**src/include/nvme_host_cfg.svh**
```systemverilog
`ifndef NVME_HOST_CFG_SVH
`define NVME_HOST_CFG_SVH

// ----------------------------------------------------------------------
// Endpoint memory map
// ----------------------------------------------------------------------

`define NVME_BAR0_BASE      32'hF000_0000
`define NVME_DB_OFFSET      32'h0000_1000   // Doorbell block inside BAR0
`define NVME_DB_STRIDE      32'd4           // Bytes between doorbells

// ----------------------------------------------------------------------
// Config space script, one write per step
// ----------------------------------------------------------------------

`define NVME_CFG_STEPS      3

`define NVME_CFG_REG0       32'h0000_0010   // BAR0
`define NVME_CFG_DATA0      `NVME_BAR0_BASE
`define NVME_CFG_REG1       32'h0000_0014   // Upper dword of 64-bit BAR0
`define NVME_CFG_DATA1      32'h0000_0000
`define NVME_CFG_REG2       32'h0000_0004   // Command register
`define NVME_CFG_DATA2      32'h0000_0006   // Memory space + bus master enable

`define NVME_DB_FIFO_DEPTH  4

`endif

```
**src/design/nvme_host_pkg.sv**
```systemverilog
package nvme_host_pkg;

  // Widths with a meaning of their own
  typedef logic [31:0] addr_t;
  typedef logic [31:0] data_t;
  typedef logic [7:0]  tag_t;
  typedef logic [3:0]  qid_t;
  typedef logic [15:0] qptr_t;
  typedef logic [2:0]  cpl_status_t;   // Zero is successful completion

  typedef enum logic {
    CFG_WR,
    MEM_WR
  } req_kind_e;

  // One beat on the outgoing request bus
  typedef struct packed {
    req_kind_e kind;
    addr_t     addr;
    data_t     data;
    tag_t      tag;
  } rq_req_t;

  // One beat on the completion bus
  typedef struct packed {
    tag_t        tag;
    cpl_status_t status;
    data_t       data;
  } rc_cpl_t;

  typedef struct packed {
    logic  is_cq;   // Completion queue head when set, else SQ tail
    qid_t  qid;
    qptr_t ptr;
  } db_cmd_t;

  typedef struct packed {
    addr_t addr;
    data_t data;
  } db_write_t;

  typedef enum logic [1:0] {
    CTL_IDLE,
    CTL_CONFIG,
    CTL_READY
  } ctl_state_e;

  typedef enum logic [1:0] {
    CFG_IDLE,
    CFG_REQ,
    CFG_WAIT,
    CFG_FAIL
  } cfg_state_e;

endpackage

```
**src/design/doorbell_writer.sv**
```systemverilog
`timescale 1ns/1ps
`include "nvme_host_cfg.svh"

module doorbell_writer (
  input  logic                      user_clk,
  input  logic                      user_reset,
  input  logic                      db_write_valid,
  input  nvme_host_pkg::db_write_t  db_write,
  input  logic                      grant,
  output logic                      req_valid,
  output nvme_host_pkg::rq_req_t    req,
  output logic                      db_drop
);
  import nvme_host_pkg::*;

  localparam int DEPTH = `NVME_DB_FIFO_DEPTH;
  localparam int PTR_W = (DEPTH > 1) ? $clog2(DEPTH) : 1;
  localparam int CNT_W = $clog2(DEPTH + 1);

  db_write_t          fifo_mem [DEPTH];
  logic [PTR_W-1:0]   wr_ptr;
  logic [PTR_W-1:0]   rd_ptr;
  logic [CNT_W-1:0]   count;
  logic               full;
  logic               empty;
  logic               push;
  logic               pop;

  function automatic logic [PTR_W-1:0] next_ptr(input logic [PTR_W-1:0] ptr);
    return (ptr == PTR_W'(DEPTH - 1)) ? '0 : ptr + 1'b1;
  endfunction

  assign full  = (count == CNT_W'(DEPTH));
  assign empty = (count == '0);
  assign push  = db_write_valid && !full;
  assign pop   = grant && !empty;   // Grant always refers to the head entry

  always_ff @(posedge user_clk) begin
    if (user_reset) begin
      wr_ptr  <= '0;
      rd_ptr  <= '0;
      count   <= '0;
      db_drop <= 1'b0;
    end else begin
      db_drop <= db_write_valid && full;   // No room, write is lost
      if (push) wr_ptr <= next_ptr(wr_ptr);
      if (pop) rd_ptr <= next_ptr(rd_ptr);
      case ({push, pop})
        2'b10:   count <= count + 1'b1;
        2'b01:   count <= count - 1'b1;
        default: count <= count;
      endcase
    end
  end

  always_ff @(posedge user_clk) begin
    if (push) fifo_mem[wr_ptr] <= db_write;
  end

  // Head entry as a posted write
  assign req_valid = !empty;
  assign req       = '{kind: MEM_WR,
                       addr: fifo_mem[rd_ptr].addr,
                       data: fifo_mem[rd_ptr].data,
                       tag:  tag_t'(0)};

endmodule

```
**src/design/host_controller.sv**
```systemverilog
`timescale 1ns/1ps
`include "nvme_host_cfg.svh"

module host_controller (
  input  logic                      user_clk,
  input  logic                      user_reset,
  input  logic                      user_lnk_up,
  input  logic                      db_cmd_valid,
  input  nvme_host_pkg::db_cmd_t    db_cmd,
  input  logic                      cfg_done,
  output logic                      start_config,
  output logic                      host_ready,
  output logic                      db_write_valid,
  output nvme_host_pkg::db_write_t  db_write
);
  import nvme_host_pkg::*;

  ctl_state_e               state;
  logic [$bits(qid_t):0]    db_index;   // 2 * qid + is_cq
  addr_t                    db_addr;

  // ----------------------------------------------------------------------
  // Link-up sequencing
  // ----------------------------------------------------------------------

  always_ff @(posedge user_clk) begin
    if (user_reset) begin
      state        <= CTL_IDLE;
      start_config <= 1'b0;
    end else begin
      start_config <= 1'b0;
      if (!user_lnk_up) begin
        state <= CTL_IDLE;
      end else begin
        case (state)
          CTL_IDLE: begin
            state        <= CTL_CONFIG;
            start_config <= 1'b1;   // One pulse on entry
          end
          CTL_CONFIG: if (cfg_done) state <= CTL_READY;
          CTL_READY:  state <= CTL_READY;
          default:    state <= CTL_IDLE;
        endcase
      end
    end
  end

  assign host_ready = (state == CTL_READY);

  // ----------------------------------------------------------------------
  // Doorbell address formation
  // ----------------------------------------------------------------------

  // SQ tail and CQ head doorbells interleave per queue
  assign db_index = {db_cmd.qid, db_cmd.is_cq};
  assign db_addr  = addr_t'(`NVME_BAR0_BASE) + addr_t'(`NVME_DB_OFFSET)
                  + addr_t'(db_index) * addr_t'(`NVME_DB_STRIDE);

  always_ff @(posedge user_clk) begin
    if (user_reset) begin
      db_write_valid <= 1'b0;
    end else begin
      db_write_valid <= db_cmd_valid && host_ready;   // Dropped silently otherwise
    end
  end

  always_ff @(posedge user_clk) begin
    if (db_cmd_valid) begin
      db_write.addr <= db_addr;
      db_write.data <= data_t'(db_cmd.ptr);   // Zero extended
    end
  end

endmodule

```
**src/design/nvme_host_top.sv**
```systemverilog
`timescale 1ns/1ps

module nvme_host_top (
  input  logic                    user_clk,
  input  logic                    user_reset,
  input  logic                    user_lnk_up,
  input  logic                    db_cmd_valid,
  input  nvme_host_pkg::db_cmd_t  db_cmd,
  input  logic                    rc_valid,
  input  nvme_host_pkg::rc_cpl_t  rc,
  output logic                    rq_valid,
  output nvme_host_pkg::rq_req_t  rq,
  output logic                    host_ready,
  output logic                    cfg_error,
  output logic                    db_drop
);
  import nvme_host_pkg::*;

  // Controller <-> configurator
  logic       start_config;
  logic       cfg_done;

  // Controller -> doorbell writer
  logic       db_write_valid;
  db_write_t  db_write;

  // Requesters <-> arbiter
  logic       cfg_req_valid;
  rq_req_t    cfg_req;
  logic       cfg_grant;
  logic       db_req_valid;
  rq_req_t    db_req;
  logic       db_grant;

  host_controller host_controller_inst (
    .user_clk       (user_clk),
    .user_reset     (user_reset),
    .user_lnk_up    (user_lnk_up),
    .db_cmd_valid   (db_cmd_valid),
    .db_cmd         (db_cmd),
    .cfg_done       (cfg_done),
    .start_config   (start_config),
    .host_ready     (host_ready),
    .db_write_valid (db_write_valid),
    .db_write       (db_write)
  );

  pcie_configurator pcie_configurator_inst (
    .user_clk     (user_clk),
    .user_reset   (user_reset),
    .user_lnk_up  (user_lnk_up),
    .start_config (start_config),
    .rc_valid     (rc_valid),
    .rc           (rc),
    .grant        (cfg_grant),
    .req_valid    (cfg_req_valid),
    .req          (cfg_req),
    .cfg_done     (cfg_done),
    .cfg_error    (cfg_error)
  );

  doorbell_writer doorbell_writer_inst (
    .user_clk       (user_clk),
    .user_reset     (user_reset),
    .db_write_valid (db_write_valid),
    .db_write       (db_write),
    .grant          (db_grant),
    .req_valid      (db_req_valid),
    .req            (db_req),
    .db_drop        (db_drop)
  );

  rq_arbiter rq_arbiter_inst (
    .user_clk      (user_clk),
    .user_reset    (user_reset),
    .cfg_req_valid (cfg_req_valid),
    .cfg_req       (cfg_req),
    .db_req_valid  (db_req_valid),
    .db_req        (db_req),
    .cfg_grant     (cfg_grant),
    .db_grant      (db_grant),
    .rq_valid      (rq_valid),
    .rq            (rq)
  );

endmodule

```
**src/design/pcie_configurator.sv**
```systemverilog
`timescale 1ns/1ps
`include "nvme_host_cfg.svh"

module pcie_configurator (
  input  logic                    user_clk,
  input  logic                    user_reset,
  input  logic                    user_lnk_up,
  input  logic                    start_config,
  input  logic                    rc_valid,
  input  nvme_host_pkg::rc_cpl_t  rc,
  input  logic                    grant,
  output logic                    req_valid,
  output nvme_host_pkg::rq_req_t  req,
  output logic                    cfg_done,
  output logic                    cfg_error
);
  import nvme_host_pkg::*;

  localparam int STEP_W = (`NVME_CFG_STEPS > 1) ? $clog2(`NVME_CFG_STEPS) : 1;
  localparam logic [STEP_W-1:0] LAST_STEP = STEP_W'(`NVME_CFG_STEPS - 1);

  // Script ROM
  localparam addr_t CFG_REGS [`NVME_CFG_STEPS] = '{
    `NVME_CFG_REG0,
    `NVME_CFG_REG1,
    `NVME_CFG_REG2
  };
  localparam data_t CFG_DATA [`NVME_CFG_STEPS] = '{
    `NVME_CFG_DATA0,
    `NVME_CFG_DATA1,
    `NVME_CFG_DATA2
  };

  cfg_state_e           state;
  logic [STEP_W-1:0]    step;
  logic                 cpl_hit;

  // Completions for other tags are not ours
  assign cpl_hit = rc_valid && (rc.tag == tag_t'(step));

  // ----------------------------------------------------------------------
  // Script walker
  // ----------------------------------------------------------------------

  always_ff @(posedge user_clk) begin
    if (user_reset || !user_lnk_up) begin
      state     <= CFG_IDLE;
      step      <= '0;
      cfg_done  <= 1'b0;
      cfg_error <= 1'b0;
    end else begin
      cfg_done <= 1'b0;
      case (state)
        CFG_IDLE: begin
          if (start_config) begin
            step  <= '0;
            state <= CFG_REQ;
          end
        end
        CFG_REQ: if (grant) state <= CFG_WAIT;   // Request is on rq now
        CFG_WAIT: begin
          if (cpl_hit) begin
            if (rc.status != '0) begin
              state     <= CFG_FAIL;
              cfg_error <= 1'b1;
            end else if (step == LAST_STEP) begin
              state    <= CFG_IDLE;
              cfg_done <= 1'b1;
            end else begin
              step  <= step + 1'b1;
              state <= CFG_REQ;
            end
          end
        end
        CFG_FAIL: state <= CFG_FAIL;   // Held until the link drops
        default:  state <= CFG_IDLE;
      endcase
    end
  end

  // Held until granted, tag is the step index
  assign req_valid = (state == CFG_REQ);
  assign req       = '{kind: CFG_WR,
                       addr: CFG_REGS[step],
                       data: CFG_DATA[step],
                       tag:  tag_t'(step)};

endmodule

```
**src/design/rq_arbiter.sv**
```systemverilog
`timescale 1ns/1ps

module rq_arbiter (
  input  logic                    user_clk,
  input  logic                    user_reset,
  input  logic                    cfg_req_valid,
  input  nvme_host_pkg::rq_req_t  cfg_req,
  input  logic                    db_req_valid,
  input  nvme_host_pkg::rq_req_t  db_req,
  output logic                    cfg_grant,
  output logic                    db_grant,
  output logic                    rq_valid,
  output nvme_host_pkg::rq_req_t  rq
);
  import nvme_host_pkg::*;

  logic cfg_pick;
  logic db_pick;

  // A port granted last cycle still shows the request it just got through
  assign cfg_pick = cfg_req_valid && !cfg_grant;
  assign db_pick  = db_req_valid && !db_grant && !cfg_pick;   // Configurator first

  always_ff @(posedge user_clk) begin
    if (user_reset) begin
      cfg_grant <= 1'b0;
      db_grant  <= 1'b0;
      rq_valid  <= 1'b0;
    end else begin
      cfg_grant <= cfg_pick;
      db_grant  <= db_pick;
      rq_valid  <= cfg_pick || db_pick;
    end
  end

  // Bus payload
  always_ff @(posedge user_clk) begin
    if (cfg_pick) begin
      rq <= cfg_req;
    end else if (db_pick) begin
      rq <= db_req;
    end
  end

endmodule

```
**config.mk**
```make
export PLATFORM = sky130hd
export DESIGN_NAME = nvme_host_top
export DESIGN_NICKNAME = d
export VERILOG_FILES = /design/src/design/nvme_host_pkg.sv /design/src/design/doorbell_writer.sv /design/src/design/host_controller.sv /design/src/design/nvme_host_top.sv /design/src/design/pcie_configurator.sv /design/src/design/rq_arbiter.sv
export VERILOG_INCLUDE_DIRS = /design/src /design/src/include
export SDC_FILE = /design/constraint.sdc
export NUM_CORES = 1
export LEC_CHECK = 0
export BUFFER_PORTS_ARGS = -buffer_cell sky130_fd_sc_hd__buf_2
export CORE_ASPECT_RATIO = 1.2
export CORE_MARGIN = 10
export CORE_UTILIZATION = 50
export CTS_CLUSTER_SIZE = 40
export DETAILED_ROUTE_END_ITERATION = 8
export GPL_ROUTABILITY_DRIVEN = 0
export PLACE_DENSITY = 0.78
export SYNTH_ARGS = -nofsm -noshare
export SYNTH_HDL_FRONTEND = slang
export SYNTH_SLANG_ARGS = --single-unit
export TNS_END_PERCENT = 1
```
**constraint.sdc**
```tcl
create_clock -name user_clk -period 4.9 [get_ports user_clk]
set_clock_uncertainty 0.05 [all_clocks]
set_input_delay 0 -clock user_clk [delete_from_list [all_inputs] [get_ports user_clk]]
set_output_delay 0 -clock user_clk [all_outputs]
set_load 0.02 [all_outputs]
```
==> results.yml, run 1 <==
setup_path:
  cp_max_fo: 25
  crit_path_end_kind: "flop"
  crit_type: "flop to flop"
  critPathLaunch: "pcie_configurator_inst.state[0]$_SDFFE_PP0P_"
  arrival_ns: 2.44
  r2r-start: "pcie_configurator_inst.state[0]$_SDFFE_PP0P_"
  worst_setup_path_start_kind: "flop"
  required_ns: 4.87
detailed_routing:
  drc: 0
  first_pass_iters: 4
  antenna_left: 0
  drt_iter0_drc: 129
  drt-total-wl_mm: 10.8
  vias: 3118
  vias_per_cell: 4.84
  wl_met3_mm: 1.02
  met2WireLength_mm: 5.71
  wl_met1_mm: 3.94
  dr.max_layer_used: "met4"
  routedWlPerCell_um: 16.8
flow_run:
  cap_violations: 0
synthesis:
  yosysWarnings: 0
  synthSimpleGateAreaFrac_pct: 7.26
  yosysTopAreaCellShare_pct: 64.0
  synth_top_family_by_area: "multiplexers"
  post_synth.cell_area_avg_um2: 16.8
  yosysTopAreaCell: "edfxtp_1"
  synth_cells: 364
  ys_ff_latch: 154
  synth_xor_area_share_pct: 0.575
  synthAdderAreaFrac_pct: 2.59
  synth.mux.area_fraction_pct: 8.93
  synth.cell_area_um2: 6100
  synthDistinctLibCells: 31
  ys_seq_area_share_pct: 71.9
  yosys-top-cells-area: "edfxtp_1 (64%), dfxtp_1 (7.9%), mux4_2 (7.8%), buf_4 (5.8%), ha_1 (2.3%)"
  synth-compound-area-share_pct: 1.44
sta:
  tightest_slew_ns: 1.20
  min_period_ns: 2.47
  setup_viol: 0
  relSlewSlack_pct: 19.9
  period_share_pct: 50.4
  rsz0062_at_grt: "false"
  finalHoldViolations: 0
  fin_ws_ns: 2.43
  fmax_mhz: 405
  setup_tns_ns: 0
  final-max-slew-violation-count: 0
floorplan:
  core_area_um2: 12000
  die_y_um: 141
  initial_core_util_pct: 50.8
  rows: 44
  num_io_pins: 146
  die_w_um: 121
  die_area_um2: 17000
global_routing:
  antenna_found_initial: 0
  gr-usage-all-layers_pct: 13.3
  grt_overflow: 0
  grt_pass1_wl_mm: 17.2
  grt_pass1_vias: 3326
  grt_max_degree: 26
cts:
  cts_sinks: 154
  cts_resized: 0
  cts_setup_buffers: 0
  clockBufferDepth: 2
  htreeDepth: 4
  clkTransAtPathRegs_ns: 0.06
  cts_root_buffer: "clkbuf_16"
  cts_tree: "done"
  numCtsBuffers: 17
  hold_buffers: 29
  clock_latency_ns: 0.42
final_layout:
  area_growth_syn_to_layout_pct: 19.7
  final_layout_size_suffix_gt1_share_pct: 27.1
  nets: 551
  antenna_cells: 0
  n_fill_cell: 868
worst_hold_path:
  hold_path_startpoint: "rc[32]"
  min_path_type: "input port to flop"
power_and_ir_drop:
  p_per_area_nw_per_um2: 387
  vdd_ir_drop_max_uv: 260
  finalPower_mw: 2.82
  p_leak_nw: 2.67
place:
  portBuffers: 73
  place_ws_ns: 2.32
  dp_hpwl_mm: 6.93
run_status:
  outcome: "finished clean"
==> cells by family (layout without fill, tap and decap cells) <==
| logic type | count (synthesis) | count (layout) |
|---|---|---|
| fa+ha+maj | 12 | 12 |
| xor+xnor | 4 | 4 |
| flops | 154 | 154 |
| mux | 28 | 28 |
| buf+inv | 70 | 150 |
| other cells | 1 | 40 |
| compound gates | 15 | 15 |
| simple gates | 80 | 80 |
==> final cells by class <==
class / instances / area, um^2 / area share [%]
inverter: 14 / 52.6 / 0.720
clock inverter: 15 / 140 / 1.92
clock buffer: 17 / 425 / 5.83
multi-input combinational: 179 / 1420 / 19.5
tap: 161 / 201 / 2.76
sequential: 154 / 4380 / 60.1
timing repair buffer: 104 / 671 / 9.19
==> layer usage <==
layer / vias up / track usage (%)
met5: - / 0
met4: 0 / 7.19
met3: 12 / 5.79
met2: 136 / 22.3
met1: 1508 / 13.6
li1: 1462 / -
==> critical path, cell delays in order, from the launching register on <==
cell and delay (ns):
dfxtp_1 0.39, nor3b_2 0.18, buf_4 0.30, inv_1 0.23
nand2_1 0.92
==> power by group <==
group / switching [mW] / internal, mW / total, mW
logic: 0.0754 / 0.0404 / 0.116
registers: 0.0184 / 1.45 / 1.47
clock network: 0.525 / 0.709 / 1.23
total: 0.619 / 2.20 / 2.82
==> metrics by stage <==
stage	cells	hold WS [ns]	cell area, um^2	utilization, %
4_1_cts	644	0.00459	7300	60.8
6_report	644	0.0308	7300	60.8
2_1_floorplan	403	0.0256	6240	-
5_1_grt	644	0.0717	7300	60.8
3_3_place_gp	583	0.127	6440	53.7
3_5_place_dp	583	0.128	6440	53.7
==> cells in the mapped netlist, drive strengths merged <==
cell type	number
edfxtp	130
buf	49
dfxtp	24
mux4	21
nor2b	20
nor2	18
inv	14
nand2	14
ha	11
a21oi	7
clkbuf	7
and2	6
mux2i	6
nor3	6
or3	6
o21ai	4
xor2	4
nand2b	3
a311oi	2
nor3b	2
nor4	2
a21boi	1
conb	1
fa	1
mux2	1
o31ai	1
or2	1
or4	1
or4b	1
==> sequential cells by signal, summed over array words and instances, names as in the netlist, named ones only <==
signal and flops:
pcie_configurator_inst.cfg_done 1, host_controller_inst.db_write 21, pcie_configurator_inst.cfg_error 1, host_controller_inst.db_write_valid 1, pcie_configurator_inst.step 2, doorbell_writer_inst.count 3, doorbell_writer_inst.rd_ptr 2, host_controller_inst.state 2
rq_arbiter_inst.rq 26, host_controller_inst.start_config 1, doorbell_writer_inst.db_drop 1, pcie_configurator_inst.state 2, rq_arbiter_inst.db_grant 1, rq_arbiter_inst.cfg_grant 1, rq_arbiter_inst.rq_valid 1, doorbell_writer_inst.fifo_mem 84
doorbell_writer_inst.wr_ptr 2
==> cells in the final DEF, fill, tap and decap left out, types with 2 or more instances in the layout <==
cell type / instances
edfxtp_1: 130
buf_2: 73
conb_1: 40
dlygate4sd3_1: 29
dfxtp_1: 24
mux4_2: 21
nor2b_1: 20
nor2_1: 18
clkbuf_16: 17
inv_1: 14
nand2_1: 14
ha_1: 11
a21oi_1: 7
and2_1: 6
nor3_1: 6
mux2i_1: 6
or3_1: 6
inv_6: 6
o21ai_0: 4
xor2_1: 4
nand2b_1: 3
clkinv_4: 3
a311oi_1: 2
clkinv_1: 2
buf_4: 2
==> final timing paths <==
| kind | to | slack, ns | depth (start not counted) |
|---|---|---|---|
| max reg2reg | rq_arbiter_inst.rq[44]$_DFFE_PP_ | 2.43 | 4 |
| min | pcie_configurator_inst.state[1]$_SDFFE_PP0P_ | 0.03 | 4 |
| min reg2reg | rq_arbiter_inst.rq[72]$_SDFFE_PP0P_ | 0.41 | 2 |
| max | rq_arbiter_inst.rq[44]$_DFFE_PP_ | 2.43 | 4 |
(Power assumes the default switching activity.)
==> inputs of run 2 (changes only) <==
Clock period 4.9 ns to 2.3 ns, I/O delays scaled along.
==> run 2 against run 1 <==
Non-clock buffer count increased by 7. Critical path type is now input port to flop. Sequential power increased by 110%. Count of clock-buffer cells in the layout unchanged. First-iteration DRC count increased by 7.0%. Critical endpoint is now pcie_configurator_inst.state[0]$_SDFFE_PP0P_.
==> results.yml, run 2 (synthesis gave the netlist of run 1 again) <==
setup_path:
  worst_setup_path_start_kind: "input port"
  arrival_ns: 2.43
  reg2regPathDepth: 9
  reg2reg_setup_slack_ns: 0.14
  r2r-end: "doorbell_writer_inst.count[2]$_SDFFE_PP0P_"
  crit_path_end_kind: "flop"
  crit_type: "input port to flop"
  required_ns: 2.57
  cp_max_fo: 3
  r2r-start: "doorbell_writer_inst.count[1]$_SDFFE_PP0P_"
final_layout:
  largest_reg_flops: 84
  antenna_cells: 0
  top_register: "doorbell_writer_inst.fifo_mem"
  layout_common_cells: "edfxtp_1 (130), buf_2 (73), conb_1 (40)"
  area_growth_syn_to_layout_pct: 21.4
  post-route-util_pct: 61.7
  top_regs: "doorbell_writer_inst.fifo_mem: 84 flops, rq_arbiter_inst.rq: 26 flops, host_controller_inst.db_write: 21 flops"
  layout_commonest_cell: "edfxtp_1"
  final_cell_area_um2: 7400
  final_layout_size_suffix_gt1_share_pct: 28.6
  nets: 558
cts:
  clkTransAtPathRegs_ns: 0.06
  clockBufferDepth: 2
  htreeDepth: 4
  clock_latency_ns: 0.41
  cts_setup_buffers: 0
  numCtsBuffers: 17
  cts_sinks: 154
  cts_root_buffer: "clkbuf_16"
  cts_tree: "done"
detailed_routing:
  antenna_left: 0
  vias_per_cell: 4.86
  routedWlPerCell_um: 16.7
  drt_iter0_drc: 138
  drt-total-wl_mm: 10.9
  drc: 0
  first_pass_iters: 7
  vias: 3164
sta:
  setup_tns_ns: 0
  relSlewSlack_pct: 61.5
  fmax_mhz: 463
  setup_viol: 0
  min_period_ns: 2.16
  hold_slack_ns: 0.0275
  period_share_pct: 94.0
  rsz0062_at_grt: "false"
  tightest_slew_ns: 0.578
  finalHoldViolations: 0
  final-max-slew-violation-count: 0
floorplan:
  num_io_pins: 146
  die_w_um: 121
  rows: 44
  die_area_um2: 17000
  initial_core_util_pct: 50.8
  die_y_um: 141
  core_area_um2: 12000
global_routing:
  antenna_found_initial: 0
  gr-usage-all-layers_pct: 13.2
  grt_pass1_wl_mm: 17.4
  grt_overflow: 0
  grt_pass1_vias: 3420
  grt_max_degree: 23
place:
  placed_area_um2: 6530
  portBuffers: 73
  dp_hpwl_mm: 6.99
power_and_ir_drop:
  p_per_area_nw_per_um2: 816
  switchingPower_mw: 1.27
  clockPowerShare_pct: 44.0
  power.internal_mw: 4.78
  combPwrFrac_pct: 4.2
  p_leak_nw: 2.71
  vdd_ir_drop_max_uv: 636
  pwr-share-seq_pct: 51.9
  switching_share_pct: 20.9
worst_hold_path:
  hold_path_startpoint: "rc[40]"
  min_path_type: "input port to flop"
  hold_path_depth: 5
  worst_hold_path.endpoint: "pcie_configurator_inst.cfg_error$_SDFFE_PP0P_"
run_status:
  outcome: "finished clean"
flow_run:
  cap_violations: 0
run 2: cell count changes in the layout (fill, tap and decap cells not counted), moves of 2 or more:
cell and delta:
clkinvlp_4 +4, buf_4 +6, buf_12 +2, inv_6 -5
run 2: timing repair:
| action | in CTS | in global routing |
|---|---|---|
| resized for setup | 0 | 4 |
| hold endpoints to repair | 41 | 0 |
| setup endpoints to repair | 0 | 2 |
| hold buffers | 28 | 0 |
run 2: worst max-delay path by stage:
stage                                                             from                                            to  slack, ns
after CTS                   doorbell_writer_inst.count[0]$_SDFFE_PP0P_    doorbell_writer_inst.count[2]$_SDFFE_PP0P_       0.04
after global placement      doorbell_writer_inst.count[0]$_SDFFE_PP0P_    doorbell_writer_inst.count[2]$_SDFFE_PP0P_       0.23
final                                                           rc[41]  pcie_configurator_inst.state[0]$_SDFFE_PP0P_       0.14
after detailed placement    doorbell_writer_inst.count[0]$_SDFFE_PP0P_    doorbell_writer_inst.count[2]$_SDFFE_PP0P_       0.10
after floorplan           pcie_configurator_inst.state[0]$_SDFFE_PP0P_           rq_arbiter_inst.rq[0]$_SDFFCE_PN0P_       0.26
after global routing        doorbell_writer_inst.count[1]$_SDFFE_PP0P_    doorbell_writer_inst.count[2]$_SDFFE_PP0P_      0.005
run 2: routing by layer:
| layer | wire length [um] | track usage (%) | share of wire [%] |
|---|---|---|---|
| met2 | 5690 | 22.5 | 52 |
| met5 | 0 | 0 | 0 |
| met4 | 159 | 5.73 | 1.5 |
| met3 | 921 | 5.99 | 8.4 |
| met1 | 4130 | 13.7 | 38 |
run 2: worst max-delay path: stages:
cell,delay (ns)
dlygate4sd3_1,0.53
buf_2,0.12
or4b_4,0.48
dlygate4sd3_1,0.57
nor4_1,0.35
a311oi_1,0.15
a311oi_1,0.22
run 2: cell type report:
| type | count | area, um^2 |
|---|---|---|
| clock inverters | 15 | 153 |
| repair buffers | 111 | 746 |
| fillers | 892 | 4600 |
| multi-input cells | 179 | 1440 |
| inverters | 14 | 52.6 |
| flip-flops and latches | 154 | 4380 |
| clock buffers | 17 | 425 |
| well taps | 161 | 201 |
run 2: power groups by stage:
stage	Combinational [mW]	Sequential, mW	Clock, mW
after global placement	0.211	3.19	0
after detailed placement	0.215	3.19	0
after CTS	0.249	3.13	2.71
after floorplan	0.167	3.20	0
after global routing	0.277	3.14	2.83
final	0.251	3.14	2.66
run 2: stage by stage:
stage	std cells	total power, mW	setup WS [ns]
floorplan	403	3.37	0.263
global placement	591	3.40	0.229
detailed placement	591	3.41	0.101
CTS	651	6.10	0.0445
global route	651	6.25	0.00455
finish	651	6.04	0.139
==> inputs of run 3 (changes only) <==
Settings changed: CORE_UTILIZATION 50 to 48, GPL_TIMING_DRIVEN set to 0, PLACE_DENSITY 0.78 to 0.79, RECOVER_POWER set to 50.
Clock period 2.3 ns to 1.8 ns, I/O delays scaled along.
==> run 3 against run 2 <==
The run now ends with hold timing, setup timing left. Combinational power is 59% higher. Register-to-register slack worse by 0.39 ns. Cell area is 6.9% higher. Flip-flop and latch count stayed put. Non-clock buffer count is 53 higher. Die area is 3.5% higher. Sequential share of layout area is 3.7 points lower. Utilization is 1.4 points higher. Count of clock-buffer cells in the layout is 2 higher. Global-route usage is 0.40 points higher. Critical endpoint is now doorbell_writer_inst.count[2]$_SDFFE_PP0P_.
==> results.yml, run 3 (synthesis gave the netlist of run 1 again) <==
run_status:
  outcome: "complete, but fails checks"
  violations: "hold timing, setup timing"
final_layout:
  layout_common_cells: "edfxtp_1 (130), buf_2 (68), buf_4 (56)"
  largest_reg_flops: 84
  post-route-util_pct: 63.0
  n_fill_cell: 887
  fin_cells: 707
  top_register: "doorbell_writer_inst.fifo_mem"
  area_growth_syn_to_layout_pct: 29.8
  nets: 611
  final_layout_size_suffix_gt1_share_pct: 37.2
  layout_commonest_cell: "edfxtp_1"
  antenna_cells: 0
  top_regs: "doorbell_writer_inst.fifo_mem: 84 flops, rq_arbiter_inst.rq: 26 flops, host_controller_inst.db_write: 21 flops"
cts:
  cts_tree: "done"
  clock_latency_ns: 0.42
  cts_root_buffer: "clkbuf_16"
  numCtsBuffers: 17
  cts_sinks: 154
  clkTransAtPathRegs_ns: 0.06
  htreeDepth: 4
  clockBufferDepth: 2
sta:
  relSlewSlack_pct: 11.9
  rsz0062_at_grt: "true"
  fmax_mhz: 488
  final-max-slew-violation-count: 0
  setup_tns_ns: -0.320
  hold_slack_ns: -0.00302
  period_share_pct: 114
  fin_ws_ns: -0.251
  finalHoldViolations: 1
  setup_viol: 3
  tightest_slew_ns: 1.32
  min_period_ns: 2.05
power_and_ir_drop:
  finalPower_mw: 8.32
  vdd_ir_drop_max_uv: 872
  p_per_area_nw_per_um2: 1050
  p_leak_nw: 3.00
global_routing:
  grt_pass1_wl_mm: 18.1
  gr-usage-all-layers_pct: 13.6
  grt_overflow: 0
  grt_max_degree: 26
  grt_pass1_vias: 3495
  antenna_found_initial: 0
setup_path:
  r2r-end: "doorbell_writer_inst.count[2]$_SDFFE_PP0P_"
  reg2regPathDepth: 9
  r2r-start: "doorbell_writer_inst.count[0]$_SDFFE_PP0P_"
  required_ns: 2.08
  reg2reg_setup_slack_ns: -0.25
  cp_max_fo: 4
  path_cells: "nor2_4, a21boi_4, inv_2, ha_4, inv_2, fa_2, xor2_1, or3_1, a21oi_2"
  cpLargestDelayFamily: "simple AND/OR/NAND/NOR gates"
  slowest_delay_ns: 0.41
  cpMaxStageDelayCell: "or3_1"
  critPathBufInv: 2
  worst_setup_path_start_kind: "flop"
  cp_num_cells: 9
  path_common_cell: "inv_2"
  crit_path_end: "doorbell_writer_inst.count[2]$_SDFFE_PP0P_"
  crit_path_end_kind: "flop"
  arrival_ns: 2.34
  critPathLaunch: "doorbell_writer_inst.count[0]$_SDFFE_PP0P_"
  crit_type: "flop to flop"
floorplan:
  initial_core_util_pct: 48.6
  die_area_um2: 17600
  rows: 45
  die_w_um: 123
  die_y_um: 143
  core_area_um2: 12600
  num_io_pins: 146
detailed_routing:
  drt_iter0_drc: 161
  vias_per_cell: 4.78
  routedWlPerCell_um: 16.6
  vias: 3376
  antenna_left: 0
  first_pass_iters: 4
  drc: 0
  drt-total-wl_mm: 11.8
place:
  dp_hpwl_mm: 7.36
  portBuffers: 73
  dp.cells: 640
flow_run:
  cap_violations: 0
worst_hold_path:
  min_path_type: "input port to flop"
-- run 3: cell count changes in the layout (fill, tap and decap cells not counted), sizes merged --
cell	change
inv	-1
clkbuf	+14
dlygate4sd3	-1
dlymetal6s4s	+1
clkinv	-1
clkinvlp	-4
bufinv	+4
buf	+41
-- run 3: where the power goes --
group	total [mW]	internal, mW	switching [mW]
clock	3.91	2.59	1.32
sequential	4.01	3.96	0.0510
combinational	0.398	0.176	0.221
-- run 3: through the flow --
| step | setup slack (ns) | hold slack [ns] | cell area [um^2] |
|---|---|---|---|
| 2_1_floorplan | -0.0163 | 0.0257 | 6260 |
| 6_report | -0.251 | -0.00302 | 7920 |
| 5_1_grt | -0.290 | 0.0180 | 7920 |
| 4_1_cts | -0.204 | 0.00135 | 7790 |
| 3_5_place_dp | -0.565 | 0.128 | 6840 |
| 3_3_place_gp | -0.516 | 0.127 | 6840 |
-- run 3: repair_timing --
| action | 4_1_cts | 5_1_grt |
|---|---|---|
| setup buffers | 0 | 7 |
| endpoints found under the hold margin | 27 | 0 |
| hold buffers | 28 | 0 |
| setup endpoints to repair | 132 | 133 |
| pin swaps | 0 | 6 |
| resized for setup | 6 | 26 |
-- run 3: worst register-to-register path, stage by stage, from the launching register on --
cell and delay [ns]:
dfxtp_4 0.37, nor2_4 0.14, a21boi_4 0.08, inv_2 0.07
ha_4 0.14, inv_2 0.04, fa_2 0.34, xor2_1 0.19
or3_1 0.41, a21oi_2 0.15
-- run 3: worst min-delay path by stage --
stage / from / end / slack [ns] / cells after the start
finish: rc[38] / pcie_configurator_inst.cfg_error$_SDFFE_PP0P_ / -0.003 / 5
global route: rc[33] / pcie_configurator_inst.step[1]$_SDFFE_PP0P_ / 0.02 / 4
CTS: rc[38] / pcie_configurator_inst.cfg_error$_SDFFE_PP0P_ / 0.001 / 5
detailed placement: db_cmd[19] / host_controller_inst.db_write[38]$_DFFE_PP_ / 0.13 / 1
global placement: db_cmd[5] / host_controller_inst.db_write[5]$_DFFE_PP_ / 0.13 / 1
floorplan: user_reset / doorbell_writer_inst.db_drop$_SDFF_PP0_ / 0.03 / 1
-- run 3: routing by layer --
metal	share of wire (%)	vias to the layer above	routed length, um	track usage [%]
met2	52	144	6070	23.3
met1	36	1639	4270	14.8
met3	11	11	1300	5.65
li1	-	1582	-	-
met4	1.0	0	122	4.78
met5	0	-	0	0
-- run 3: final cells by class --
type                            count  area, um^2  share of cell area (%)
Sequential cell                   154        4390                    55.5
Multi-Input combinational cell    179        1520                    19.2
Timing Repair Buffer              108         694                    8.77
Clock buffer                       19         433                    5.47
Buffer                             56         398                    5.03
Clock inverter                     13         224                    2.83
Tap cell                          164         205                    2.59
Inverter                           14        52.6                   0.664
